--- src/design/priv_csr_pkg.sv ---
package priv_csr_pkg;

    // data word, also used for PCs
    typedef logic [31:0] word_t;
    typedef logic [11:0] csr_addr_t;
    typedef logic [1:0]  priv_t;
    typedef logic [4:0]  cause_t;
    typedef logic [2:0]  dbg_cause_t;

    // privilege levels, 2 is reserved
    localparam priv_t PRIV_U = 2'd0;
    localparam priv_t PRIV_S = 2'd1;
    localparam priv_t PRIV_M = 2'd3;

    // trap causes
    localparam cause_t CAUSE_BREAKPOINT = 5'd3;
    // custom interrupt code for a debug halt request
    localparam cause_t CAUSE_DEBUG_HALT = 5'd24;

    // dcsr cause field
    localparam dbg_cause_t DBG_CAUSE_EBREAK  = 3'd1;
    localparam dbg_cause_t DBG_CAUSE_HALTREQ = 3'd3;

    // machine trap csrs
    localparam csr_addr_t CSR_MTVEC    = 12'h305;
    localparam csr_addr_t CSR_MSCRATCH = 12'h340;
    localparam csr_addr_t CSR_MEPC     = 12'h341;
    localparam csr_addr_t CSR_MCAUSE   = 12'h342;

    // debug csrs
    localparam csr_addr_t CSR_DCSR      = 12'h7B0;
    localparam csr_addr_t CSR_DPC       = 12'h7B1;
    localparam csr_addr_t CSR_DSCRATCH0 = 12'h7B2;
    localparam csr_addr_t CSR_DSCRATCH1 = 12'h7B3;

    // external debug support version, dcsr[31:28]
    localparam logic [3:0] DCSR_XDEBUGVER = 4'd4;

    // writable dcsr bits: ebreakm, ebreaks, ebreaku, step, prv
    localparam word_t DCSR_WMASK = 32'h0000_B007;

    // dcsr field positions
    localparam int DCSR_EBREAKM_BIT = 15;
    localparam int DCSR_EBREAKS_BIT = 13;
    localparam int DCSR_EBREAKU_BIT = 12;
    localparam int DCSR_CAUSE_LSB   = 6;

endpackage

--- src/design/csr_access_if.sv ---
`timescale 1ns/10ps

interface csr_access_if;

    priv_csr_pkg::csr_addr_t addr;
    priv_csr_pkg::word_t     wdata;
    logic                    write;
    // raised by the block that owns addr
    logic                    hit;
    priv_csr_pkg::word_t     rdata;

    modport router (
        output addr,
        output wdata,
        output write,
        input  hit,
        input  rdata
    );

    modport csrs (
        input  addr,
        input  wdata,
        input  write,
        output hit,
        output rdata
    );

endinterface

--- src/design/trap_event_if.sv ---
`timescale 1ns/10ps

interface trap_event_if;

    // single cycle capture strobe
    logic                 enter;
    priv_csr_pkg::word_t  epc;
    priv_csr_pkg::cause_t cause;
    logic                 interrupt;
    priv_csr_pkg::priv_t  prv;

    modport router (
        output enter,
        output epc,
        output cause,
        output interrupt,
        output prv
    );

    modport csrs (
        input enter,
        input epc,
        input cause,
        input interrupt,
        input prv
    );

endinterface

--- src/design/priv_csr_top.sv ---
`timescale 1ns/10ps

module priv_csr_top #(
    parameter priv_csr_pkg::word_t DEBUG_BASE = 32'h0000_0800
) (
    input  logic                    CLK,
    input  logic                    nRST,
    input  priv_csr_pkg::csr_addr_t csr_addr,
    input  priv_csr_pkg::word_t     csr_wdata,
    input  logic                    csr_write,
    input  logic                    trap,
    input  priv_csr_pkg::word_t     trap_pc,
    input  priv_csr_pkg::cause_t    trap_cause,
    input  logic                    trap_interrupt,
    input  priv_csr_pkg::priv_t     curr_priv,
    input  logic                    dret,
    output priv_csr_pkg::word_t     csr_rdata,
    output logic                    csr_illegal,
    output logic                    redirect_valid,
    output priv_csr_pkg::word_t     redirect_pc,
    output logic                    debug_mode
);

    priv_csr_pkg::word_t mtvec;
    priv_csr_pkg::word_t dpc;
    logic [2:0]          ebreak_en;

    csr_access_if mach_acc ();
    csr_access_if dbg_acc ();
    trap_event_if mach_trap ();
    trap_event_if dbg_trap ();

    priv_machine_csrs u_mach (
        .CLK       (CLK),
        .nRST      (nRST),
        .acc       (mach_acc.csrs),
        .trap_in   (mach_trap.csrs),
        .mtvec_out (mtvec)
    );

    priv_debug_csrs u_dbg (
        .CLK       (CLK),
        .nRST      (nRST),
        .acc       (dbg_acc.csrs),
        .trap_in   (dbg_trap.csrs),
        .dpc_out   (dpc),
        .ebreak_en (ebreak_en)
    );

    priv_trap_router #(
        .DEBUG_BASE (DEBUG_BASE)
    ) u_router (
        .CLK            (CLK),
        .nRST           (nRST),
        .mach_acc       (mach_acc.router),
        .dbg_acc        (dbg_acc.router),
        .mach_trap      (mach_trap.router),
        .dbg_trap       (dbg_trap.router),
        .mtvec          (mtvec),
        .dpc            (dpc),
        .ebreak_en      (ebreak_en),
        .csr_addr       (csr_addr),
        .csr_wdata      (csr_wdata),
        .csr_write      (csr_write),
        .trap           (trap),
        .trap_pc        (trap_pc),
        .trap_cause     (trap_cause),
        .trap_interrupt (trap_interrupt),
        .curr_priv      (curr_priv),
        .dret           (dret),
        .csr_rdata      (csr_rdata),
        .csr_illegal    (csr_illegal),
        .redirect_valid (redirect_valid),
        .redirect_pc    (redirect_pc),
        .debug_mode     (debug_mode)
    );

endmodule

--- src/design/priv_debug_csrs.sv ---
`timescale 1ns/10ps

module priv_debug_csrs (
    input  logic                CLK,
    input  logic                nRST,
    csr_access_if.csrs          acc,
    trap_event_if.csrs          trap_in,
    output priv_csr_pkg::word_t dpc_out,
    output logic [2:0]          ebreak_en
);

    // only the DCSR_WMASK bits are held here
    priv_csr_pkg::word_t      dcsr_ctl;
    priv_csr_pkg::word_t      nxt_ctl;
    priv_csr_pkg::dbg_cause_t dcsr_cause;
    priv_csr_pkg::word_t      dcsr_rd;
    priv_csr_pkg::word_t      dpc;
    priv_csr_pkg::word_t      dscratch0;
    priv_csr_pkg::word_t      dscratch1;
    logic                     wr_en;
    logic                     halt_entry;

    // the hart implements M and U only
    function automatic logic prv_supported(priv_csr_pkg::priv_t p);
        return (p == priv_csr_pkg::PRIV_M) || (p == priv_csr_pkg::PRIV_U);
    endfunction

    assign dcsr_rd = {priv_csr_pkg::DCSR_XDEBUGVER, 28'b0}
                   | dcsr_ctl
                   | {23'b0, dcsr_cause, 6'b0};

    always_comb begin
        acc.hit   = 1'b1;
        acc.rdata = '0;
        case (acc.addr)
            priv_csr_pkg::CSR_DCSR:      acc.rdata = dcsr_rd;
            priv_csr_pkg::CSR_DPC:       acc.rdata = dpc;
            priv_csr_pkg::CSR_DSCRATCH0: acc.rdata = dscratch0;
            priv_csr_pkg::CSR_DSCRATCH1: acc.rdata = dscratch1;
            default: begin
                acc.hit = 1'b0;
            end
        endcase
    end

    assign wr_en      = acc.write && acc.hit;
    assign halt_entry = trap_in.interrupt && (trap_in.cause == priv_csr_pkg::CAUSE_DEBUG_HALT);

    // dcsr control bits, WARL on prv
    always_comb begin
        nxt_ctl = dcsr_ctl;
        if (wr_en && acc.addr == priv_csr_pkg::CSR_DCSR) begin
            nxt_ctl = (dcsr_ctl & ~priv_csr_pkg::DCSR_WMASK)
                    | (acc.wdata & priv_csr_pkg::DCSR_WMASK);
            if (!prv_supported(priv_csr_pkg::priv_t'(nxt_ctl[1:0]))) begin
                nxt_ctl[1:0] = dcsr_ctl[1:0];
            end
        end
        // entry records the level the hart was running at
        if (trap_in.enter && prv_supported(trap_in.prv)) begin
            nxt_ctl[1:0] = trap_in.prv;
        end
    end

    always_ff @(posedge CLK, negedge nRST) begin
        if (!nRST) begin
            dcsr_ctl   <= {30'b0, priv_csr_pkg::PRIV_M};
            dcsr_cause <= '0;
            dpc        <= '0;
            dscratch0  <= '0;
            dscratch1  <= '0;
        end else begin
            dcsr_ctl <= nxt_ctl;
            if (trap_in.enter) begin
                dcsr_cause <= halt_entry ? priv_csr_pkg::DBG_CAUSE_HALTREQ
                                         : priv_csr_pkg::DBG_CAUSE_EBREAK;
                dpc        <= trap_in.epc;
            end else if (wr_en && acc.addr == priv_csr_pkg::CSR_DPC) begin
                dpc <= acc.wdata;
            end
            if (wr_en && acc.addr == priv_csr_pkg::CSR_DSCRATCH0) begin
                dscratch0 <= acc.wdata;
            end
            if (wr_en && acc.addr == priv_csr_pkg::CSR_DSCRATCH1) begin
                dscratch1 <= acc.wdata;
            end
        end
    end

    assign dpc_out   = dpc;
    // M, S, U order
    assign ebreak_en = {dcsr_ctl[priv_csr_pkg::DCSR_EBREAKM_BIT],
                        dcsr_ctl[priv_csr_pkg::DCSR_EBREAKS_BIT],
                        dcsr_ctl[priv_csr_pkg::DCSR_EBREAKU_BIT]};

    prv_legal: assert property (@(posedge CLK) disable iff (!nRST)
        prv_supported(priv_csr_pkg::priv_t'(dcsr_ctl[1:0])))
        else $error("dcsr.prv holds an unsupported level");

endmodule

--- src/design/priv_machine_csrs.sv ---
`timescale 1ns/10ps

module priv_machine_csrs (
    input  logic                CLK,
    input  logic                nRST,
    csr_access_if.csrs          acc,
    trap_event_if.csrs          trap_in,
    output priv_csr_pkg::word_t mtvec_out
);

    priv_csr_pkg::word_t  mtvec;
    priv_csr_pkg::word_t  mscratch;
    priv_csr_pkg::word_t  mepc;
    logic                 mcause_irq;
    priv_csr_pkg::cause_t mcause_code;
    priv_csr_pkg::word_t  mcause_rd;
    logic                 wr_en;

    // interrupt flag on top, code in the low bits
    assign mcause_rd = {mcause_irq, 26'b0, mcause_code};

    // address decode and read mux
    always_comb begin
        acc.hit   = 1'b1;
        acc.rdata = '0;
        case (acc.addr)
            priv_csr_pkg::CSR_MTVEC:    acc.rdata = mtvec;
            priv_csr_pkg::CSR_MSCRATCH: acc.rdata = mscratch;
            priv_csr_pkg::CSR_MEPC:     acc.rdata = mepc;
            priv_csr_pkg::CSR_MCAUSE:   acc.rdata = mcause_rd;
            default: begin
                acc.hit = 1'b0;
            end
        endcase
    end

    assign wr_en = acc.write && acc.hit;

    // mtvec and mscratch only see csr writes
    always_ff @(posedge CLK, negedge nRST) begin
        if (!nRST) begin
            mtvec    <= '0;
            mscratch <= '0;
        end else if (wr_en) begin
            if (acc.addr == priv_csr_pkg::CSR_MTVEC) begin
                // direct mode only, base is word aligned
                mtvec <= {acc.wdata[31:2], 2'b00};
            end
            if (acc.addr == priv_csr_pkg::CSR_MSCRATCH) begin
                mscratch <= acc.wdata;
            end
        end
    end

    // mepc and mcause, trap capture has priority over a write
    always_ff @(posedge CLK, negedge nRST) begin
        if (!nRST) begin
            mepc        <= '0;
            mcause_irq  <= 1'b0;
            mcause_code <= '0;
        end else if (trap_in.enter) begin
            mepc        <= {trap_in.epc[31:2], 2'b00};
            mcause_irq  <= trap_in.interrupt;
            mcause_code <= trap_in.cause;
        end else if (wr_en) begin
            if (acc.addr == priv_csr_pkg::CSR_MEPC) begin
                mepc <= {acc.wdata[31:2], 2'b00};
            end
            if (acc.addr == priv_csr_pkg::CSR_MCAUSE) begin
                mcause_irq  <= acc.wdata[31];
                mcause_code <= acc.wdata[4:0];
            end
        end
    end

    assign mtvec_out = mtvec;

endmodule

--- src/design/priv_trap_router.sv ---
`timescale 1ns/10ps

module priv_trap_router #(
    parameter priv_csr_pkg::word_t DEBUG_BASE = 32'h0000_0800
) (
    input  logic                      CLK,
    input  logic                      nRST,
    csr_access_if.router              mach_acc,
    csr_access_if.router              dbg_acc,
    trap_event_if.router              mach_trap,
    trap_event_if.router              dbg_trap,
    input  priv_csr_pkg::word_t       mtvec,
    input  priv_csr_pkg::word_t       dpc,
    input  logic [2:0]                ebreak_en,
    input  priv_csr_pkg::csr_addr_t   csr_addr,
    input  priv_csr_pkg::word_t       csr_wdata,
    input  logic                      csr_write,
    input  logic                      trap,
    input  priv_csr_pkg::word_t       trap_pc,
    input  priv_csr_pkg::cause_t      trap_cause,
    input  logic                      trap_interrupt,
    input  priv_csr_pkg::priv_t       curr_priv,
    input  logic                      dret,
    output priv_csr_pkg::word_t       csr_rdata,
    output logic                      csr_illegal,
    output logic                      redirect_valid,
    output priv_csr_pkg::word_t       redirect_pc,
    output logic                      debug_mode
);

    typedef enum logic {RUNNING, HALTED} hart_mode_t;

    hart_mode_t          mode;
    hart_mode_t          nxt_mode;
    priv_csr_pkg::word_t nxt_pc;
    logic                ebreak_hit;
    logic                to_debug;
    logic                running;

    // both blocks see the same access, each decodes its own addresses
    assign mach_acc.addr  = csr_addr;
    assign mach_acc.wdata = csr_wdata;
    assign mach_acc.write = csr_write;
    assign dbg_acc.addr   = csr_addr;
    assign dbg_acc.wdata  = csr_wdata;
    assign dbg_acc.write  = csr_write;

    assign csr_illegal = !(mach_acc.hit || dbg_acc.hit);
    assign csr_rdata   = mach_acc.hit ? mach_acc.rdata :
                         dbg_acc.hit  ? dbg_acc.rdata  : '0;

    // ebreak enable for the level the trap came from
    always_comb begin
        case (curr_priv)
            priv_csr_pkg::PRIV_M: ebreak_hit = ebreak_en[2];
            priv_csr_pkg::PRIV_S: ebreak_hit = ebreak_en[1];
            priv_csr_pkg::PRIV_U: ebreak_hit = ebreak_en[0];
            default:              ebreak_hit = 1'b0;
        endcase
    end

    assign to_debug = (trap_interrupt && trap_cause == priv_csr_pkg::CAUSE_DEBUG_HALT)
                   || (!trap_interrupt && trap_cause == priv_csr_pkg::CAUSE_BREAKPOINT
                       && ebreak_hit);
    assign running  = (mode == RUNNING);

    // nothing is captured while halted
    assign mach_trap.enter     = trap && running && !to_debug;
    assign mach_trap.epc       = trap_pc;
    assign mach_trap.cause     = trap_cause;
    assign mach_trap.interrupt = trap_interrupt;
    assign mach_trap.prv       = curr_priv;
    assign dbg_trap.enter      = trap && running && to_debug;
    assign dbg_trap.epc        = trap_pc;
    assign dbg_trap.cause      = trap_cause;
    assign dbg_trap.interrupt  = trap_interrupt;
    assign dbg_trap.prv        = curr_priv;

    always_comb begin
        nxt_mode = mode;
        nxt_pc   = redirect_pc;
        case (mode)
            RUNNING: begin
                if (trap && to_debug) begin
                    nxt_mode = HALTED;
                    nxt_pc   = DEBUG_BASE;
                end else if (trap) begin
                    nxt_pc = {mtvec[31:2], 2'b00};
                end
            end
            HALTED: begin
                if (trap) begin
                    nxt_pc = DEBUG_BASE;
                end else if (dret) begin
                    nxt_mode = RUNNING;
                    nxt_pc   = dpc;
                end
            end
            default: nxt_mode = RUNNING;
        endcase
    end

    always_ff @(posedge CLK, negedge nRST) begin
        if (!nRST) begin
            mode           <= RUNNING;
            redirect_valid <= 1'b0;
            redirect_pc    <= '0;
        end else begin
            mode           <= nxt_mode;
            redirect_valid <= trap || (!running && dret);
            redirect_pc    <= nxt_pc;
        end
    end

    assign debug_mode = (mode == HALTED);

    no_trap_dret: assert property (@(posedge CLK) disable iff (!nRST) !(trap && dret))
        else $error("trap and dret in the same cycle");

    one_enter: assert property (@(posedge CLK) disable iff (!nRST)
        $onehot0({mach_trap.enter, dbg_trap.enter}))
        else $error("both CSR blocks told to capture a trap");

    // the pipeline flushes after a redirect, so no strobe follows directly
    redirect_pulse: assert property (@(posedge CLK) disable iff (!nRST)
        redirect_valid |=> !redirect_valid)
        else $error("redirect_valid high for two cycles");

endmodule

--- config.mk ---
export PLATFORM = sky130hd
export DESIGN_NAME = priv_csr_top
export DESIGN_NICKNAME = d
export VERILOG_FILES = /design/src/design/priv_csr_pkg.sv /design/src/design/csr_access_if.sv /design/src/design/trap_event_if.sv /design/src/design/priv_csr_top.sv /design/src/design/priv_debug_csrs.sv /design/src/design/priv_machine_csrs.sv /design/src/design/priv_trap_router.sv
export SDC_FILE = /design/constraint.sdc
export NUM_CORES = 1
export LEC_CHECK = 0
export BUFFER_PORTS_ARGS = -buffer_cell sky130_fd_sc_hd__clkbuf_2
export CAP_MARGIN = 40
export CORE_MARGIN = 2
export CORE_UTILIZATION = 60
export DETAILED_ROUTE_END_ITERATION = 7
export PLACE_DENSITY = 0.78
export SKIP_LAST_GASP = 1
export SLEW_MARGIN = 20
export SYNTH_ARGS = -nofsm -noshare
export SYNTH_HDL_FRONTEND = slang
export SYNTH_HIERARCHICAL = 1
export SYNTH_SLANG_ARGS = --single-unit
export TNS_END_PERCENT = 5
--- constraint.sdc ---
create_clock -name CLK -period 3 [get_ports CLK]
set_input_delay 0.3 -clock CLK [delete_from_list [all_inputs] [get_ports CLK]]
set_output_delay 0.3 -clock CLK [all_outputs]
set_load 0.01 [all_outputs]
==> impl_metrics.json, run 1 <==
{
  "outcome": "complete, no violations",
  "grtUsageTotal_pct": 31.7,
  "crit_chain": "clkbuf_2 > buf_4 > nor2b_1 > nand3_2 > buf_4 > o2bb2ai_1 > a22o_1 > clkbuf_2",
  "r2r_cells": 7,
  "rrSetupSlack_ns": 0.54,
  "worst_slew_pin_slew_ns": 0.816,
  "syn_to_final_growth_pct": 4.51,
  "rr_endpoint": "u_mach/mepc[31]",
  "vias_per_cell": 6.73,
  "cts_buffers": 25,
  "setup_slack_ns": 0.339,
  "h-tree-depth": 1,
  "place_ws_ns": 0.387,
  "clkTransAtPathRegs_ns": 0.06,
  "setup_viol": 0,
  "drtPass1Iterations": 6,
  "hp-class": "in2reg",
  "sw_frac_of_total_pct": 26.7,
  "start_util_pct": 60.6,
  "leakage_nw": 6.99,
  "critPathMaxFanout": 12,
  "wl_um": 41100,
  "crit_end": "csr_rdata[11]",
  "grt_util_met2_pct": 51.0,
  "syn_inst": 1301,
  "utilization_pct": 63.4,
  "num_rows": 57,
  "drive_above_1_share_pct": 32.9,
  "grtUsageMet3_pct": 4.86,
  "rsz0062_at_grt": "false",
  "top_usage_layer": "met2",
  "place.port_buffers": 155,
  "slew_headroom_pct": 45.6,
  "power_frac_comb_pct": 14.1,
  "wire_per_inst_um": 25.7,
  "fin_skew_ns": 0.0169,
  "vdd_ir_drop_max_mv": 0.435,
  "crit_start": "csr_addr[0]",
  "post-route-period-util_pct": 88.7,
  "final_hold_viol_count": 0,
  "seq_power_share_pct": 45.4,
  "ctsLongestPathBuffers": 3,
  "crit_slowest_cell": "nor2b_1",
  "power_frac_clock_pct": 40.5,
  "syn-num-nets": 1390,
  "drc_errors": 0,
  "max_stage_delay_ns": 0.42,
  "cts_sinks": 236,
  "cp-start-kind": "primary input",
  "grt_pass1_wl_um": 63600,
  "antenna_found_initial": 1,
  "place_congestion": 0.843,
  "maxCapViolCount": 0,
  "p_int_w": 0.00572,
  "critPathArrivalTime_ns": 2.36,
  "maxSlewViolCount": 0,
  "power_density_mw_per_mm2": 511,
  "syn_area_mm2": 0.0146,
  "tns_ns": 0,
  "worstSkewPairLatency_ns": 0.55,
  "period_needed_ns": 2.66,
  "nets": 1344,
  "crit_type": "in2out",
  "ctsResizeCount": 0,
  "core_mm2": 0.0241,
  "multi_input_area_mm2": 0.00676,
  "grt_overflow": 0,
  "hpwl_um": 26300,
  "die-area_mm2": 0.0256,
  "die_h_um": 160,
  "regArea_mm2": 0.00591,
  "post_cts.repair.setup_buffers": 0,
  "cts_tree": "built",
  "postCtsHoldBufs": 4,
  "nFillCells": 1930,
  "dr.first_iter.drc_count": 1271,
  "worst_setup_path_end_kind": "primary output",
  "fp.dieW_um": 160,
  "io_pins": 156,
  "ys.warnings.count": 6,
  "p_sw_w": 0.00208,
  "fmax_mhz": 376,
  "via_count": 10700,
  "required_ns": 2.70,
  "r2r-start": "u_dbg/dcsr_ctl[13]",
  "grt_max_degree": 101,
  "grtUsageMet1_pct": 44.4,
  "syn_area_per_cell_um2": 11.2,
  "drtAntennaViolNets": 0,
  "grt_pass1_vias": 10700,
  "ctsRootBufferMaster": "clkbuf_16"
}
-- area by class of cell --
type,instances,share of cell area [%]
Tap cell,324,2.65
Antenna cell,1,0.0164
Timing Repair Buffer,215,8.91
Clock buffer,35,4.54
Sequential cell,236,38.7
Clock inverter,9,0.811
Multi-Input combinational cell,770,44.2
Inverter,7,0.172
-- cell usage in the layout, fill, tap and decap left out, types with 9 or more instances in the layout --
cell	n
a222oi_1	29
a21oi_1	11
mux2_1	84
and3b_1	9
mux2_2	102
mux2i_1	38
o21ai_1	30
dfrtp_1	234
clkbuf_2	154
a221o_1	30
nor2_1	30
o21ai_0	9
a211oi_2	28
and2_1	9
nor2b_1	68
buf_4	46
nand2b_1	31
a41oi_1	38
nand2_1	43
a22o_1	31
clkbuf_16	25
o2bb2ai_1	26
a22oi_1	49
-- worst min path at each step --
stage                           start             endpoint  slack (ns)  cells past startpoint
after floorplan                  nRST  u_dbg/dcsr_cause[0]       0.004                      0
after global placement           nRST  u_mach/mscratch[10]        0.40                      1
after detailed placement         nRST  u_mach/mscratch[10]        0.40                      1
after CTS                 trap_pc[24]    u_dbg/dpc_out[24]      0.0007                      3
after global routing      trap_pc[17]    u_dbg/dpc_out[17]        0.03                      3
final                     trap_pc[24]    u_dbg/dpc_out[24]        0.01                      3
-- worst max-delay path, delay by kind of cell --
family / cells / cell delay (ns)
simple gates: 2 / 0.56
compound gates: 2 / 0.51
buf+inv: 4 / 0.98
-- state kept, by name, summed over array words and instances (netlist names), 2 cells and up --
name and flops:
u_dbg/dcsr_cause 2, u_dbg/dscratch0 32, u_dbg/dpc_out 32, u_mach/mcause_code 5
u_router/redirect_pc 32, u_dbg/dcsr_ctl 6, u_dbg/dscratch1 32, u_mach/mscratch 32
u_mach/mepc 30, u_mach/mtvec_out 30
-- through the flow --
stage | std cells | total power [W] | instance area (um2) | hold WS, ns
after floorplan | 1301 | 0.00439 | 14600 | 0.00441
after global placement | 1546 | 0.00462 | 14400 | 0.399
after detailed placement | 1548 | 0.00466 | 14400 | 0.400
after CTS | 1596 | 0.00781 | 15300 | 0.000658
after global routing | 1596 | 0.00807 | 15300 | 0.0250
final | 1597 | 0.00780 | 15300 | 0.0147
-- power groups by stage --
| stage | clock network (W) | registers, W | logic, W |
|---|---|---|---|
| CTS | 0.00319 | 0.00353 | 0.00109 |
| finish | 0.00316 | 0.00354 | 0.00110 |
| global route | 0.00331 | 0.00356 | 0.00119 |
| detailed placement | 0 | 0.00359 | 0.00107 |
| floorplan | 0 | 0.00355 | 0.000835 |
| global placement | 0 | 0.00358 | 0.00104 |
-- layer usage --
layer / vias to the layer above / part of all wire (%)
li1: 4587 / -
met1: 5450 / 40
met2: 601 / 47
met3: 105 / 9.8
met4: 0 / 3.3
met5: - / 0
Note: power is estimated with default switching activity, not from simulation.
==> run 2: changes to the inputs <==
--- a/config.mk
+++ b/config.mk
@@ -7,7 +7,7 @@
 export LEC_CHECK = 0
 export BUFFER_PORTS_ARGS = -buffer_cell sky130_fd_sc_hd__clkbuf_2
 export CAP_MARGIN = 40
-export CORE_MARGIN = 2
+export CORE_MARGIN = 5
 export CORE_UTILIZATION = 60
 export DETAILED_ROUTE_END_ITERATION = 7
 export PLACE_DENSITY = 0.78
==> constraint.sdc (replaced) <==
create_clock -name CLK -period 3 [get_ports CLK]
set_input_delay 0.15 -clock CLK [delete_from_list [all_inputs] [get_ports CLK]]
set_output_delay 0.15 -clock CLK [all_outputs]
set_load 0.01 [all_outputs]
==> impl_metrics.json, run 2 (synthesized netlist as in run 1, its figures left out) <==
{
  "seq_power_share_pct": 43.8,
  "maxCapViolCount": 0,
  "fin_skew_ns": 0.00742,
  "p_sw_w": 0.00209,
  "power_density_mw_per_mm2": 503,
  "dr.first_iter.drc_count": 1299,
  "max_stage_delay_ns": 0.56,
  "cp_common_cell": "dlygate4sd3_1",
  "drive_above_1_share_pct": 30.5,
  "maxSlewViolCount": 0,
  "antenna_found_initial": 0,
  "wire_per_inst_um": 25.0,
  "critPathMaxFanout": 31,
  "sw_frac_of_total_pct": 25.8,
  "tns_ns": 0,
  "top_usage_layer": "met2",
  "p_int_w": 0.00601,
  "final_hold_viol_count": 0,
  "drtPass1Iterations": 8,
  "grt_max_degree": 87,
  "fp.dieW_um": 166,
  "vias_per_cell": 6.57,
  "grtUsageTotal_pct": 29.7,
  "outcome": "complete, but fails checks",
  "clkTransAtPathRegs_ns": 0.06,
  "critical-path-top-delay-family": "buffers and inverters",
  "via_count": 11000,
  "grt_overflow": 0,
  "power_frac_comb_pct": 14.9,
  "path_buf_inv": 4,
  "r2r-start": "u_dbg/dcsr_ctl[13]",
  "power_frac_clock_pct": 41.3,
  "required_ns": 3.47,
  "syn_to_final_growth_pct": 10.1,
  "die-area_mm2": 0.0276,
  "period_needed_ns": 2.77,
  "whs_path_depth": 2,
  "wl_um": 41800,
  "hp-start": "csr_wdata[1]",
  "die_h_um": 166,
  "setup_viol": 0,
  "io_pins": 156,
  "cp-start-kind": "primary input",
  "worst_setup_path_end_kind": "register",
  "post_cts.repair.setup_buffers": 0,
  "cts_buffers": 26,
  "hpwl_um": 26200,
  "worst_slew_pin_slew_ns": 0.693,
  "drc_errors": 2,
  "drtAntennaViolNets": 0,
  "rr_endpoint": "u_dbg/dcsr_ctl[0]",
  "ctsLongestPathBuffers": 3,
  "grtUsageMet3_pct": 7.09,
  "grt_util_met2_pct": 46.7,
  "final_common_cell": "dfrtp_1",
  "rrSetupSlack_ns": 0.37,
  "num_rows": 57,
  "holdPathEnd": "u_mach/mscratch[1]",
  "r2r_cells": 7,
  "grt_pass1_vias": 11400,
  "core_mm2": 0.0242,
  "crit_chain": "dlygate4sd3_1 > clkbuf_2 > nor4_1 > and3_1 > a31o_4 > buf_4 > nand2_1 > o21ai_1 > dlygate4sd3_1",
  "critPathArrivalTime_ns": 3.24,
  "h-tree-depth": 1,
  "crit_type": "in2reg",
  "vdd_ir_drop_max_mv": 0.425,
  "hp-class": "in2reg",
  "grtUsageMet1_pct": 39.9,
  "total_power_w": 0.00810,
  "diodes": 0,
  "worstSkewPairLatency_ns": 0.53,
  "place_congestion": 0.870,
  "place.port_buffers": 155,
  "nets": 1422,
  "start_util_pct": 60.5,
  "layout_common_cells": "234 x dfrtp_1, 154 x clkbuf_2, 102 x mux2_2, 90 x dlygate4sd3_1, 84 x mux2_1",
  "grt_pass1_wl_um": 66300,
  "leakage_nw": 7.37,
  "slew_headroom_pct": 53.6,
  "post-route-period-util_pct": 92.4,
  "ctsRootBufferMaster": "clkbuf_16",
  "failed_checks": "design-rule violations",
  "crit_slowest_cell": "dlygate4sd3_1",
  "fmax_mhz": 361,
  "cts_sinks": 236,
  "cts_tree": "built",
  "rsz0062_at_grt": "false"
}
==> run 2: cell types whose count changed in the layout (fill, tap and decap cells not counted), sizes merged <==
cell,delta
dlygate4sd3,+86
clkinv,-4
diode,-1
buf,-9
clkbuf,+5
==> run 2: worst reg2reg max path, cell delays in order, from the launching register on <==
cell and delay [ns]:
dfrtp_1 0.40, mux2_4 0.28, a22o_4 0.31, a31o_4 0.36, nor2b_1 0.18, a221oi_1 0.33, a31o_2 0.16, dlygate4sd3_1 0.56
==> run 2: worst max-delay path by stage <==
| stage | slack (ns) | startpoint | to | cells past startpoint |
|---|---|---|---|---|
| 4_1_cts | 0.27 | trap_interrupt | u_dbg/dpc_out[18] | 8 |
| 5_1_grt | 0.17 | trap_interrupt | u_dbg/dpc_out[24] | 9 |
| 3_5_place_dp | 0.65 | trap | u_dbg/dcsr_cause[1] | 7 |
| 2_1_floorplan | 0.55 | u_dbg/dcsr_ctl[13] | u_mach/mcause_code[0] | 10 |
| 3_3_place_gp | 0.75 | csr_addr[5] | csr_rdata[11] | 7 |
| 6_report | 0.23 | trap_interrupt | u_dbg/dpc_out[24] | 9 |
==> run 2: power groups by stage <==
| stage | registers, W | clock network, W | logic (W) |
|---|---|---|---|
| finish | 0.00355 | 0.00334 | 0.00121 |
| global route | 0.00357 | 0.00352 | 0.00130 |
| CTS | 0.00354 | 0.00339 | 0.00118 |
| detailed placement | 0.00360 | 0 | 0.00105 |
| global placement | 0.00359 | 0 | 0.00103 |
| floorplan | 0.00355 | 0 | 0.000835 |
==> run 2: layout make-up <==
cell class | instances | area (um2)
Timing Repair Buffer | 292 | 2090
Fill cell | 1775 | 8080
Clock buffer | 40 | 795
Inverter | 7 | 26.3
Multi-Input combinational cell | 770 | 6770
Sequential cell | 236 | 5910
Clock inverter | 5 | 104
Tap cell | 324 | 405
==> run 2: routing by layer <==
metal / vias to the layer above / part of all wire (%)
met5: - / 0
met4: 0 / 4.0
met3: 125 / 10
met2: 674 / 46
met1: 5448 / 39
li1: 4754 / -
==> run 2: what timing repair did <==
item	CTS	global route
hold buffers	90	0
endpoints found under the setup margin	0	1
endpoints found under the hold margin	262	0
resized for setup	0	1
==> run 2: through the flow <==
step           cells  area [um2]  utilization (%)  setup WS (ns)  hold slack [ns]
2_1_floorplan   1301       14600                -          0.546           -0.146
3_3_place_gp    1539       14300             59.1          0.749            0.175
6_report        1674       16100             66.6          0.228           0.0431
4_1_cts         1674       16100             66.5          0.269           0.0125
5_1_grt         1674       16100             66.6          0.167           0.0332
3_5_place_dp    1539       14300             59.1          0.654            0.173
